<file path="src/logic/rvIsaPkg.sv">
////////////////////////////////////////////////////////////////////////////
// RV32I encodings: opcodes, funct3 codes and immediate formats
////////////////////////////////////////////////////////////////////////////
`default_nettype none

package rvIsaPkg;

    // major opcodes of the supported subset
    typedef enum logic [6:0] {
        opLoad   = 7'b0000011,
        opImm    = 7'b0010011,
        opStore  = 7'b0100011,
        opReg    = 7'b0110011,
        opLui    = 7'b0110111,
        opBranch = 7'b1100011,
        opJal    = 7'b1101111
    } opcodeT;

    // funct3 of register and immediate ALU operations
    typedef enum logic [2:0] {
        f3AddSub = 3'b000,
        f3Sll    = 3'b001,
        f3Slt    = 3'b010,
        f3Sltu   = 3'b011,
        f3Xor    = 3'b100,
        f3Srl    = 3'b101,
        f3Or     = 3'b110,
        f3And    = 3'b111
    } funct3T;

    // branch codes share encodings with the ALU codes
    localparam funct3T f3Beq = f3AddSub;
    localparam funct3T f3Bne = f3Sll;

    // immediate layouts
    typedef enum logic [2:0] {
        immI = 3'd0,
        immS = 3'd1,
        immB = 3'd2,
        immU = 3'd3,
        immJ = 3'd4
    } immSrcT;

    // addi x0, x0, 0
    localparam logic [31:0] nopInstr = 32'h0000_0013;

endpackage

`default_nettype wire

</file>
<file path="src/logic/coreCtrlPkg.sv">
////////////////////////////////////////////////////////////////////////////
// control FSM states, ALU operations and datapath mux selects
////////////////////////////////////////////////////////////////////////////
`default_nettype none

package coreCtrlPkg;

    typedef enum logic [3:0] {
        stFetch,
        stFetchWait,
        stDecode,
        stExecR,
        stExecI,
        stLui,
        stJal,
        stBranch,
        stMemAdr,
        stMemRead,
        stMemWrite,
        stLoadWb,
        stAluWb
    } stateT;

    typedef enum logic [3:0] {
        aluAdd,
        aluSub,
        aluAnd,
        aluOr,
        aluXor,
        aluSlt,
        aluSltu,
        aluSll,
        aluSrl,
        aluSra
    } aluOpT;

    typedef enum logic [1:0] {srcAPc, srcAOldPc, srcAReg, srcAZero} srcASelT;

    typedef enum logic [1:0] {srcBReg, srcBImm, srcBFour} srcBSelT;

    // ALU-out register, load data, or the ALU result of this cycle
    typedef enum logic [1:0] {resAluOut, resData, resAluResult} resultSelT;

endpackage

`default_nettype wire

</file>
<file path="src/logic/registerFile.sv">
////////////////////////////////////////////////////////////////////////////
// integer register file, two read ports and one write port
////////////////////////////////////////////////////////////////////////////
`default_nettype none
`timescale 1ns/10ps

module registerFile #(
    parameter int numRegs = 32
) (
    input  wire         clk,
    input  wire         we,
    input  wire  [4:0]  raddr1,
    input  wire  [4:0]  raddr2,
    input  wire  [4:0]  waddr,
    input  wire  [31:0] wdata,
    output logic [31:0] rdata1,
    output logic [31:0] rdata2
);

    localparam int idxW = $clog2(numRegs);

    logic [31:0] regs [numRegs];

    always_ff @(posedge clk) begin
        // x0 is never stored
        if (we && waddr != 5'd0) begin
            regs[waddr[idxW-1:0]] <= wdata;
        end
    end

    assign rdata1 = (raddr1 == 5'd0) ? 32'd0 : regs[raddr1[idxW-1:0]];
    assign rdata2 = (raddr2 == 5'd0) ? 32'd0 : regs[raddr2[idxW-1:0]];

    // decoder must not target registers beyond the configured count
    assert property (@(posedge clk) we |-> (waddr < numRegs));

endmodule

`default_nettype wire

</file>
<file path="src/logic/aluUnit.sv">
////////////////////////////////////////////////////////////////////////////
// combinational ALU with zero flag
////////////////////////////////////////////////////////////////////////////
`default_nettype none
`timescale 1ns/10ps

module aluUnit (
    input  wire                [31:0] srcA,
    input  wire                [31:0] srcB,
    input  coreCtrlPkg::aluOpT        aluOp,
    output logic               [31:0] result,
    output logic                      zero
);

    logic [4:0] shamt;

    assign shamt = srcB[4:0];

    always_comb begin
        case (aluOp)
            coreCtrlPkg::aluAdd:  result = srcA + srcB;
            coreCtrlPkg::aluSub:  result = srcA - srcB;
            coreCtrlPkg::aluAnd:  result = srcA & srcB;
            coreCtrlPkg::aluOr:   result = srcA | srcB;
            coreCtrlPkg::aluXor:  result = srcA ^ srcB;
            coreCtrlPkg::aluSlt:  result = {31'd0, $signed(srcA) < $signed(srcB)};
            coreCtrlPkg::aluSltu: result = {31'd0, srcA < srcB};
            coreCtrlPkg::aluSll:  result = srcA << shamt;
            coreCtrlPkg::aluSrl:  result = srcA >> shamt;
            // arithmetic shift keeps the sign bit
            coreCtrlPkg::aluSra:  result = $unsigned($signed(srcA) >>> shamt);
            default:              result = srcA + srcB;
        endcase
    end

    // beq and bne use this after a subtract
    assign zero = (result == 32'd0);

endmodule

`default_nettype wire

</file>
<file path="src/logic/immExtend.sv">
////////////////////////////////////////////////////////////////////////////
// immediate rebuild and sign extension for I, S, B, U and J formats
////////////////////////////////////////////////////////////////////////////
`default_nettype none
`timescale 1ns/10ps

module immExtend (
    input  wire              [24:0] instrBits,
    input  rvIsaPkg::immSrcT        immSrc,
    output logic             [31:0] immExt
);

    logic sign;

    // instrBits[k] is instruction bit k+7
    assign sign = instrBits[24];

    always_comb begin
        case (immSrc)
            rvIsaPkg::immI: immExt = {{20{sign}}, instrBits[24:13]};
            rvIsaPkg::immS: immExt = {{20{sign}}, instrBits[24:18], instrBits[4:0]};
            rvIsaPkg::immB: immExt = {{20{sign}}, instrBits[0], instrBits[23:18],
                                      instrBits[4:1], 1'b0};
            rvIsaPkg::immU: immExt = {instrBits[24:5], 12'd0};
            rvIsaPkg::immJ: immExt = {{12{sign}}, instrBits[12:5], instrBits[13],
                                      instrBits[23:14], 1'b0};
            default:        immExt = {{20{sign}}, instrBits[24:13]};
        endcase
    end

endmodule

`default_nettype wire

</file>
<file path="src/logic/datapathUnit.sv">
////////////////////////////////////////////////////////////////////////////
// multicycle datapath: PC, instruction and intermediate registers,
// operand and result muxes, memory address and write data
////////////////////////////////////////////////////////////////////////////
`default_nettype none
`timescale 1ns/10ps

module datapathUnit #(
    parameter logic [31:0] resetAddr = 32'd0,
    parameter int          numRegs   = 32
) (
    input  wire                           clk,
    input  wire                           rst,

    input  wire                           pcWrite,
    input  wire                           adrSrc,
    input  wire                           irWrite,
    input  wire                           regWrite,
    input  wire                           aluOutWrite,
    input  rvIsaPkg::immSrcT              immSrc,
    input  coreCtrlPkg::srcASelT          srcASel,
    input  coreCtrlPkg::srcBSelT          srcBSel,
    input  coreCtrlPkg::resultSelT        resultSel,
    input  coreCtrlPkg::aluOpT            aluOp,

    output logic                   [6:0]  opcode,
    output logic                   [2:0]  funct3,
    output logic                          funct7b5,
    output logic                          zero,

    input  wire                    [31:0] memRdata,
    output logic                   [31:0] memAddr,
    output logic                   [31:0] memWdata,

    output logic                   [31:0] pc,
    output logic                   [31:0] oldPc,
    output logic                   [4:0]  regWaddr,
    output logic                   [31:0] regWdata
);

    logic [31:0] instr;
    logic [31:0] rd1;
    logic [31:0] rd2;
    logic [31:0] aReg;
    logic [31:0] bReg;
    logic [31:0] immExt;
    logic [31:0] srcA;
    logic [31:0] srcB;
    logic [31:0] aluResult;
    logic [31:0] aluOut;
    logic [31:0] dataReg;
    logic [31:0] result;

    // instruction fields back to control
    assign opcode   = instr[6:0];
    assign funct3   = instr[14:12];
    assign funct7b5 = instr[30];

    // architectural state and the fetched instruction
    always_ff @(posedge clk) begin
        if (rst) begin
            pc    <= resetAddr;
            oldPc <= resetAddr;
            instr <= rvIsaPkg::nopInstr;
        end else begin
            if (pcWrite) begin
                pc <= result;
            end
            // old PC follows the instruction it belongs to
            if (irWrite) begin
                instr <= memRdata;
                oldPc <= pc;
            end
        end
    end

    // operand and load data registers sample every cycle
    always_ff @(posedge clk) begin
        aReg    <= rd1;
        bReg    <= rd2;
        dataReg <= memRdata;
        if (aluOutWrite) begin
            aluOut <= aluResult;
        end
    end

    registerFile #(
        .numRegs(numRegs)
    ) i_regFile (
        .clk   (clk),
        .we    (regWrite),
        .raddr1(instr[19:15]),
        .raddr2(instr[24:20]),
        .waddr (instr[11:7]),
        .wdata (result),
        .rdata1(rd1),
        .rdata2(rd2)
    );

    immExtend i_immExtend (
        .instrBits(instr[31:7]),
        .immSrc   (immSrc),
        .immExt   (immExt)
    );

    always_comb begin
        case (srcASel)
            coreCtrlPkg::srcAPc:    srcA = pc;
            coreCtrlPkg::srcAOldPc: srcA = oldPc;
            coreCtrlPkg::srcAReg:   srcA = aReg;
            default:                srcA = 32'd0;
        endcase
    end

    always_comb begin
        case (srcBSel)
            coreCtrlPkg::srcBReg:  srcB = bReg;
            coreCtrlPkg::srcBImm:  srcB = immExt;
            coreCtrlPkg::srcBFour: srcB = 32'd4;
            default:               srcB = 32'd0;
        endcase
    end

    aluUnit i_alu (
        .srcA  (srcA),
        .srcB  (srcB),
        .aluOp (aluOp),
        .result(aluResult),
        .zero  (zero)
    );

    // result drives the write port and the next PC alike
    always_comb begin
        case (resultSel)
            coreCtrlPkg::resData:      result = dataReg;
            coreCtrlPkg::resAluResult: result = aluResult;
            default:                   result = aluOut;
        endcase
    end

    assign memAddr  = adrSrc ? result : pc;
    assign memWdata = bReg;
    assign regWaddr = instr[11:7];
    assign regWdata = result;

    // fetch enables come from the FSM and must never float
    assert property (@(posedge clk) disable iff (rst) !$isunknown({irWrite, pcWrite}));

endmodule

`default_nettype wire

</file>
<file path="src/logic/controlUnit.sv">
////////////////////////////////////////////////////////////////////////////
// multicycle control FSM with main decode and ALU decode
////////////////////////////////////////////////////////////////////////////
`default_nettype none
`timescale 1ns/10ps

module controlUnit (
    input  wire                           clk,
    input  wire                           rst,
    input  wire                    [6:0]  opcode,
    input  wire                    [2:0]  funct3,
    input  wire                           funct7b5,
    input  wire                           zero,
    output logic                          pcWrite,
    output logic                          adrSrc,
    output logic                          irWrite,
    output logic                          regWrite,
    output logic                          aluOutWrite,
    output rvIsaPkg::immSrcT              immSrc,
    output coreCtrlPkg::srcASelT          srcASel,
    output coreCtrlPkg::srcBSelT          srcBSel,
    output coreCtrlPkg::resultSelT        resultSel,
    output coreCtrlPkg::aluOpT            aluOp,
    output logic                          memRead,
    output logic                          memWrite,
    output logic                          retire
);

    coreCtrlPkg::stateT state;
    coreCtrlPkg::stateT nextState;
    coreCtrlPkg::aluOpT aluDec;
    logic               isLoad;
    logic               takeBranch;

    assign isLoad = (opcode == rvIsaPkg::opLoad);

    // beq on zero, bne otherwise
    assign takeBranch = (funct3 == rvIsaPkg::f3Beq) ? zero : !zero;

    // immediate format only depends on the opcode
    always_comb begin
        case (opcode)
            rvIsaPkg::opStore:  immSrc = rvIsaPkg::immS;
            rvIsaPkg::opBranch: immSrc = rvIsaPkg::immB;
            rvIsaPkg::opLui:    immSrc = rvIsaPkg::immU;
            rvIsaPkg::opJal:    immSrc = rvIsaPkg::immJ;
            default:            immSrc = rvIsaPkg::immI;
        endcase
    end

    // ALU decode, sub only for register ops
    always_comb begin
        case (funct3)
            rvIsaPkg::f3AddSub: aluDec = (opcode == rvIsaPkg::opReg && funct7b5) ?
                                         coreCtrlPkg::aluSub : coreCtrlPkg::aluAdd;
            rvIsaPkg::f3Sll:    aluDec = coreCtrlPkg::aluSll;
            rvIsaPkg::f3Slt:    aluDec = coreCtrlPkg::aluSlt;
            rvIsaPkg::f3Sltu:   aluDec = coreCtrlPkg::aluSltu;
            rvIsaPkg::f3Xor:    aluDec = coreCtrlPkg::aluXor;
            rvIsaPkg::f3Srl:    aluDec = funct7b5 ? coreCtrlPkg::aluSra : coreCtrlPkg::aluSrl;
            rvIsaPkg::f3Or:     aluDec = coreCtrlPkg::aluOr;
            default:            aluDec = coreCtrlPkg::aluAnd;
        endcase
    end

    always_ff @(posedge clk) begin
        if (rst) begin
            state <= coreCtrlPkg::stFetch;
        end else begin
            state <= nextState;
        end
    end

    always_comb begin
        nextState = coreCtrlPkg::stFetch;
        case (state)
            coreCtrlPkg::stFetch:     nextState = coreCtrlPkg::stFetchWait;
            coreCtrlPkg::stFetchWait: nextState = coreCtrlPkg::stDecode;
            coreCtrlPkg::stDecode: begin
                case (opcode)
                    rvIsaPkg::opReg:    nextState = coreCtrlPkg::stExecR;
                    rvIsaPkg::opImm:    nextState = coreCtrlPkg::stExecI;
                    rvIsaPkg::opLui:    nextState = coreCtrlPkg::stLui;
                    rvIsaPkg::opJal:    nextState = coreCtrlPkg::stJal;
                    rvIsaPkg::opBranch: nextState = coreCtrlPkg::stBranch;
                    rvIsaPkg::opLoad:   nextState = coreCtrlPkg::stMemAdr;
                    rvIsaPkg::opStore:  nextState = coreCtrlPkg::stMemAdr;
                    default:            nextState = coreCtrlPkg::stFetch;
                endcase
            end
            coreCtrlPkg::stExecR:   nextState = coreCtrlPkg::stAluWb;
            coreCtrlPkg::stExecI:   nextState = coreCtrlPkg::stAluWb;
            coreCtrlPkg::stJal:     nextState = coreCtrlPkg::stAluWb;
            coreCtrlPkg::stMemAdr:  nextState = isLoad ? coreCtrlPkg::stMemRead :
                                                         coreCtrlPkg::stMemWrite;
            coreCtrlPkg::stMemRead: nextState = coreCtrlPkg::stLoadWb;
            default:                nextState = coreCtrlPkg::stFetch;
        endcase
    end

    // main decode per state
    always_comb begin
        pcWrite     = 1'b0;
        adrSrc      = 1'b0;
        irWrite     = 1'b0;
        regWrite    = 1'b0;
        aluOutWrite = 1'b0;
        memRead     = 1'b0;
        memWrite    = 1'b0;
        retire      = 1'b0;
        srcASel     = coreCtrlPkg::srcAPc;
        srcBSel     = coreCtrlPkg::srcBFour;
        resultSel   = coreCtrlPkg::resAluOut;
        aluOp       = coreCtrlPkg::aluAdd;
        case (state)
            coreCtrlPkg::stFetch: memRead = 1'b1;
            coreCtrlPkg::stFetchWait: begin
                // latch instruction, pc <= pc + 4
                irWrite   = 1'b1;
                pcWrite   = 1'b1;
                resultSel = coreCtrlPkg::resAluResult;
            end
            coreCtrlPkg::stDecode: begin
                // branch and jal target
                srcASel     = coreCtrlPkg::srcAOldPc;
                srcBSel     = coreCtrlPkg::srcBImm;
                aluOutWrite = 1'b1;
            end
            coreCtrlPkg::stExecR: begin
                srcASel     = coreCtrlPkg::srcAReg;
                srcBSel     = coreCtrlPkg::srcBReg;
                aluOp       = aluDec;
                aluOutWrite = 1'b1;
            end
            coreCtrlPkg::stExecI: begin
                srcASel     = coreCtrlPkg::srcAReg;
                srcBSel     = coreCtrlPkg::srcBImm;
                aluOp       = aluDec;
                aluOutWrite = 1'b1;
            end
            coreCtrlPkg::stLui: begin
                srcASel   = coreCtrlPkg::srcAZero;
                srcBSel   = coreCtrlPkg::srcBImm;
                resultSel = coreCtrlPkg::resAluResult;
                regWrite  = 1'b1;
                retire    = 1'b1;
            end
            coreCtrlPkg::stJal: begin
                // jump to target, keep the link in ALU-out
                pcWrite     = 1'b1;
                srcASel     = coreCtrlPkg::srcAOldPc;
                aluOutWrite = 1'b1;
            end
            coreCtrlPkg::stBranch: begin
                srcASel = coreCtrlPkg::srcAReg;
                srcBSel = coreCtrlPkg::srcBReg;
                aluOp   = coreCtrlPkg::aluSub;
                pcWrite = takeBranch;
                retire  = 1'b1;
            end
            coreCtrlPkg::stMemAdr: begin
                // address goes out directly so loads can read now
                srcASel     = coreCtrlPkg::srcAReg;
                srcBSel     = coreCtrlPkg::srcBImm;
                resultSel   = coreCtrlPkg::resAluResult;
                adrSrc      = 1'b1;
                aluOutWrite = 1'b1;
                memRead     = isLoad;
            end
            coreCtrlPkg::stMemWrite: begin
                adrSrc   = 1'b1;
                memWrite = 1'b1;
                retire   = 1'b1;
            end
            coreCtrlPkg::stLoadWb: begin
                resultSel = coreCtrlPkg::resData;
                regWrite  = 1'b1;
                retire    = 1'b1;
            end
            coreCtrlPkg::stAluWb: begin
                regWrite = 1'b1;
                retire   = 1'b1;
            end
            default: ;
        endcase
    end

    assert property (@(posedge clk) disable iff (rst)
        state inside {[coreCtrlPkg::stFetch : coreCtrlPkg::stAluWb]});

    // a store always follows its address cycle
    assert property (@(posedge clk) disable iff (rst)
        memWrite |-> (state == coreCtrlPkg::stMemWrite && $past(state) == coreCtrlPkg::stMemAdr));

endmodule

`default_nettype wire

</file>
<file path="src/logic/rvMultiCore.sv">
////////////////////////////////////////////////////////////////////////////
// multicycle RV32I core: control FSM joined to the datapath
////////////////////////////////////////////////////////////////////////////
`default_nettype none
`timescale 1ns/10ps

module rvMultiCore #(
    parameter logic [31:0] resetAddr = 32'd0,
    parameter int          numRegs   = 32
) (
    input  wire         clk,
    input  wire         rst,
    output wire  [31:0] memAddr,
    output wire  [31:0] memWdata,
    output wire  [3:0]  memWstrb,
    output wire         memRead,
    input  wire  [31:0] memRdata,
    output wire         retire,
    output wire  [31:0] retirePc,
    output wire         regWe,
    output wire  [4:0]  regWaddr,
    output wire  [31:0] regWdata
);

    wire                    pcWrite;
    wire                    adrSrc;
    wire                    irWrite;
    wire                    aluOutWrite;
    wire                    memWrite;
    wire [6:0]              opcode;
    wire [2:0]              funct3;
    wire                    funct7b5;
    wire                    zero;
    rvIsaPkg::immSrcT       immSrc;
    coreCtrlPkg::srcASelT   srcASel;
    coreCtrlPkg::srcBSelT   srcBSel;
    coreCtrlPkg::resultSelT resultSel;
    coreCtrlPkg::aluOpT     aluOp;

    // word stores only
    assign memWstrb = {4{memWrite}};

    controlUnit i_ctrl (
        .clk(clk), .rst(rst),
        .opcode(opcode), .funct3(funct3), .funct7b5(funct7b5), .zero(zero),
        .pcWrite(pcWrite), .adrSrc(adrSrc), .irWrite(irWrite), .regWrite(regWe),
        .aluOutWrite(aluOutWrite), .immSrc(immSrc), .srcASel(srcASel),
        .srcBSel(srcBSel), .resultSel(resultSel), .aluOp(aluOp),
        .memRead(memRead), .memWrite(memWrite), .retire(retire)
    );

    datapathUnit #(
        .resetAddr(resetAddr),
        .numRegs  (numRegs)
    ) i_datapath (
        .clk(clk), .rst(rst),
        .pcWrite(pcWrite), .adrSrc(adrSrc), .irWrite(irWrite), .regWrite(regWe),
        .aluOutWrite(aluOutWrite), .immSrc(immSrc), .srcASel(srcASel),
        .srcBSel(srcBSel), .resultSel(resultSel), .aluOp(aluOp),
        .opcode(opcode), .funct3(funct3), .funct7b5(funct7b5), .zero(zero),
        .memRdata(memRdata), .memAddr(memAddr), .memWdata(memWdata),
        .pc(), .oldPc(retirePc), .regWaddr(regWaddr), .regWdata(regWdata)
    );

endmodule

`default_nettype wire

</file>
<file path="config.mk">
export PLATFORM = sky130hd
export DESIGN_NAME = rvMultiCore
export DESIGN_NICKNAME = d
export VERILOG_FILES = /design/src/logic/rvIsaPkg.sv /design/src/logic/coreCtrlPkg.sv /design/src/logic/registerFile.sv /design/src/logic/aluUnit.sv /design/src/logic/immExtend.sv /design/src/logic/datapathUnit.sv /design/src/logic/controlUnit.sv /design/src/logic/rvMultiCore.sv
export SDC_FILE = /design/constraint.sdc
export NUM_CORES = 2
export LEC_CHECK = 0
export BUFFER_PORTS_ARGS = -buffer_cell sky130_fd_sc_hd__buf_2
export CAP_MARGIN = 20
export CORE_UTILIZATION = 48
export DETAILED_ROUTE_END_ITERATION = 7
export GPL_TIMING_DRIVEN = 0
export PLACE_DENSITY = 0.66
export SYNTH_ARGS = -nofsm -noshare
export SYNTH_HDL_FRONTEND = slang
export SYNTH_SLANG_ARGS = --single-unit
export TNS_END_PERCENT = 20
</file>
<file path="constraint.sdc">
create_clock -name clk -period 7.19 [get_ports clk]
set_input_delay 0.719 -clock clk [delete_from_list [all_inputs] [get_ports clk]]
set_output_delay 0.719 -clock clk [all_outputs]
set_load 0.01 [all_outputs]
</file>
==> flow_metrics.tcl <==
set metrics [dict create \
    holdBufCountCts 0 \
    yosysSeqAreaShare_pct 54.1 \
    place_hpwl_mm 241 \
    worst_pin_slew_ns 1.34 \
    die_w_um 372 \
    final_area_um2 80200 \
    skew_ns 0.0288 \
    arrival_ns 7.10 \
    finalSetupViolations 101 \
    drcViolationCount 0 \
    p_per_area_nw_per_um2 466 \
    worst_setup_path_end_kind "primary output" \
    hold_violations 0 \
    io_buffer_count 172 \
    crit_required_ns 6.47 \
    fin_hold_ws_ns 0.0979 \
    io_pins 174 \
    grt_max_degree 36 \
    critical_path_class "reg2out" \
    placedCellCount 6814 \
    drive_above_1_share_pct 34.2 \
    antenna_left 0 \
    cts_tree "done" \
    die_h_um 372 \
    nFillCells 10602 \
    initial_utilization_pct 48.5 \
    worst_slack_ns -0.629 \
    placed_cell_area_um2 71600 \
    die-area_um2 139000 \
    gp_congestion 1.16 \
    antenna_found_initial 36 \
    h-tree-depth 3 \
    num_rows 135 \
    max_freq_mhz 128 \
    cts.sinks 1252 \
    worstHoldPathType "in2reg" \
    finalNonFillerCells 7238 \
    cp_common_cell "buf_2" \
    cts.path.max_buffers 3 \
    crit_path_max_incr_delay_ns 0.76 \
    synth_edf_count 1056 \
    clk_pin_slew_worst_paths_ns 0.07 \
    vias_per_cell 7.42 \
    crit_chain "nand4bb_4 > buf_4 > nor4_2 > a311oi_2 > buf_4 > inv_6 > buf_2 > buf_2 > mux2i_2 > mux2i_1 > nand2_1 > o211ai_1 > a32oi_1 > o32ai_1 > and3_1 > inv_1 > a22oi_1 > o21ai_2 > mux2_2 > buf_2" \
    cts-root-buf "clkbuf_16" \
    ys_async_sr_fraction_pct 0 \
    period_minus_slack_ns 7.82 \
    routed_wl_mm 336 \
    rsz0062_at_grt "true" \
    firstDrtPassIters 8 \
    syn_avg_cell_area_um2 14.1 \
    slew_viol_final 0 \
    drt_iter0_markers 8513 \
    violations "negative setup slack" \
    routedWlPerCell_um 46.5 \
    synth_warnings 0 \
    mostFrequentLayoutCells "edfxtp_1 (1,056), mux4_2 (556), nand2_1 (301)" \
    leakage_nw 26.5 \
    ys_ff_latch 1252 \
    grt_first_pass_wirelength_mm 447 \
    cp_num_buf_inv 7 \
    insertion_delay_ns 0.76 \
    track_usage_pct 48.6 \
    vias 53724 \
    netlist_area_um2 65800 \
    start_kind "register" \
    drv_cap 0 \
    irDropWorstVdd_mv 0.399 \
    cts_buffers 115 \
    crit_family "buffers and inverters" \
    ys.flop_type "edfxtp_1" \
    area_growth_pct 21.8 \
    fin_setup_tns_ns -27.54 \
    synth_cell_types 93 \
    first_global_vias 51343 \
    layout_commonest_cell "edfxtp_1" \
    core-area_um2 136000 \
    slew_headroom_pct 10.2 \
    grt_remaining_overflow 0 \
    status "finished with violations" \
    slowest_stage "a32oi_1" \
    syn_inst 4684 \
    finalCritPeriodShare_pct 109 \
    final_nets 5474 \
    crit_fanout 10 \
]
## sequential cells by signal, indices dropped and copies added, names as in the netlist
register	cells
i_datapath.dataReg	32
i_datapath.instr	32
i_datapath.i_regFile.regs	1024
i_datapath.pc	32
i_ctrl.state	4
i_datapath.memWdata	32
i_datapath.aReg	32
i_datapath.aluOut	32
i_datapath.oldPc	32
## path summary, 6_finish.rpt
| path | endpoint | cells after the start | start | slack (ns) |
|---|---|---|---|---|
| max | memAddr[26] | 20 | i_datapath.instr[2] | -0.63 |
| min | i_datapath.dataReg[12] | 1 | memRdata[12] | 0.1 |
| max reg2reg | i_datapath.pc[20] | 30 | i_datapath.instr[21] | -0.44 |
| min reg2reg | i_datapath.instr[29] | 2 | i_datapath.instr[29] | 0.49 |
## cells in the mapped netlist, drive strengths merged (10+ instances only)
library cell	n	area (um^2)
a31oi	25	156
nor4	13	96.3
and2	39	244
o211ai	29	218
a21o	48	360
dfxtp	196	3920
inv	124	468
and3	16	100
mux2	61	691
nor2b	11	68.8
xnor2	17	149
a221o	36	360
a22o	15	131
o22ai	57	357
a211oi	55	413
o21ai	161	806
mux2i	215	2150
nor2	258	968
o21bai	18	135
a21oi	254	1270
o31ai	19	143
a211o	16	140
or3	15	93.8
nand2b	24	150
nand3	115	576
ha	99	1240
nand3b	17	128
clkbuf	272	1020
a221oi	42	368
nor3	81	405
nand2	307	1150
buf	123	581
o32ai	11	96.3
mux4	556	12500
o221ai	34	298
edfxtp	1056	31700
a22oi	71	533
o311ai	10	87.6
## layer usage
layer  global-route usage, %  share of wire, %
met1                    54.0                31
met2                    72.5                44
met3                    19.6                14
met4                    42.3                11
met5                  0.0350             0.090
## power by group
part,internal (mW),switching (mW)
logic,6.77,13.8
clock network,3.50,2.84
registers,9.83,0.572
total,20.1,17.3
## cell families (layout without fill, tap and decap cells)
logic type      count (synthesis)  count (layout)  share of synthesized area [%]
flops                        1252            1252                           54.1
mux                           832             832                           23.3
fa+ha+maj                     101             101                           1.94
simple gates                  959             959                           6.87
other cells                     1              50                        0.00570
xor+xnor                       23              23                          0.306
compound gates                996             997                           10.2
buf+inv                       520            1243                           3.15
## area by class of cell
type / count / area, um^2 / area share, %
clock inverter: 61 / 604 / 0.754
clock buffer: 156 / 3220 / 4.02
sequential: 1252 / 35700 / 44.5
inverter: 125 / 594 / 0.741
antenna: 18 / 45.0 / 0.0562
timing repair inverter: 20 / 100 / 0.125
timing repair buffer: 515 / 4990 / 6.23
buffer: 366 / 2070 / 2.58
tap: 1781 / 2230 / 2.78
multi-input combinational: 2944 / 30700 / 38.2
## metrics by stage
stage	setup slack [ns]	utilization [%]	power [mW]
after floorplan	-0.128	-	18.9
after global placement	-6.63	50.8	26.0
after detailed placement	-5.16	52.7	26.6
after CTS	-0.426	58.2	35.4
after global routing	-0.516	59.0	37.6
final	-0.629	59.0	37.4
## what timing repair did
action                     in CTS  in global routing
pin swaps                      91                 54
gates cloned                   25                  1
setup endpoints to repair    1150                206
resized for setup             596                155
buffers inserted              144                 39
## worst reg2reg max path: cells and delay by family, from the launching register on
family,cells,cell delay (ns)
multiplexers,1,0.40
AO/OA/AOI/OAI,9,2.67
adder cells (fa/ha/maj),1,0.28
AND/OR/NAND/NOR,8,1.62
buffers and inverters,11,1.70
flip-flops,1,0.82
Note: power is estimated with default switching activity, not from simulation.
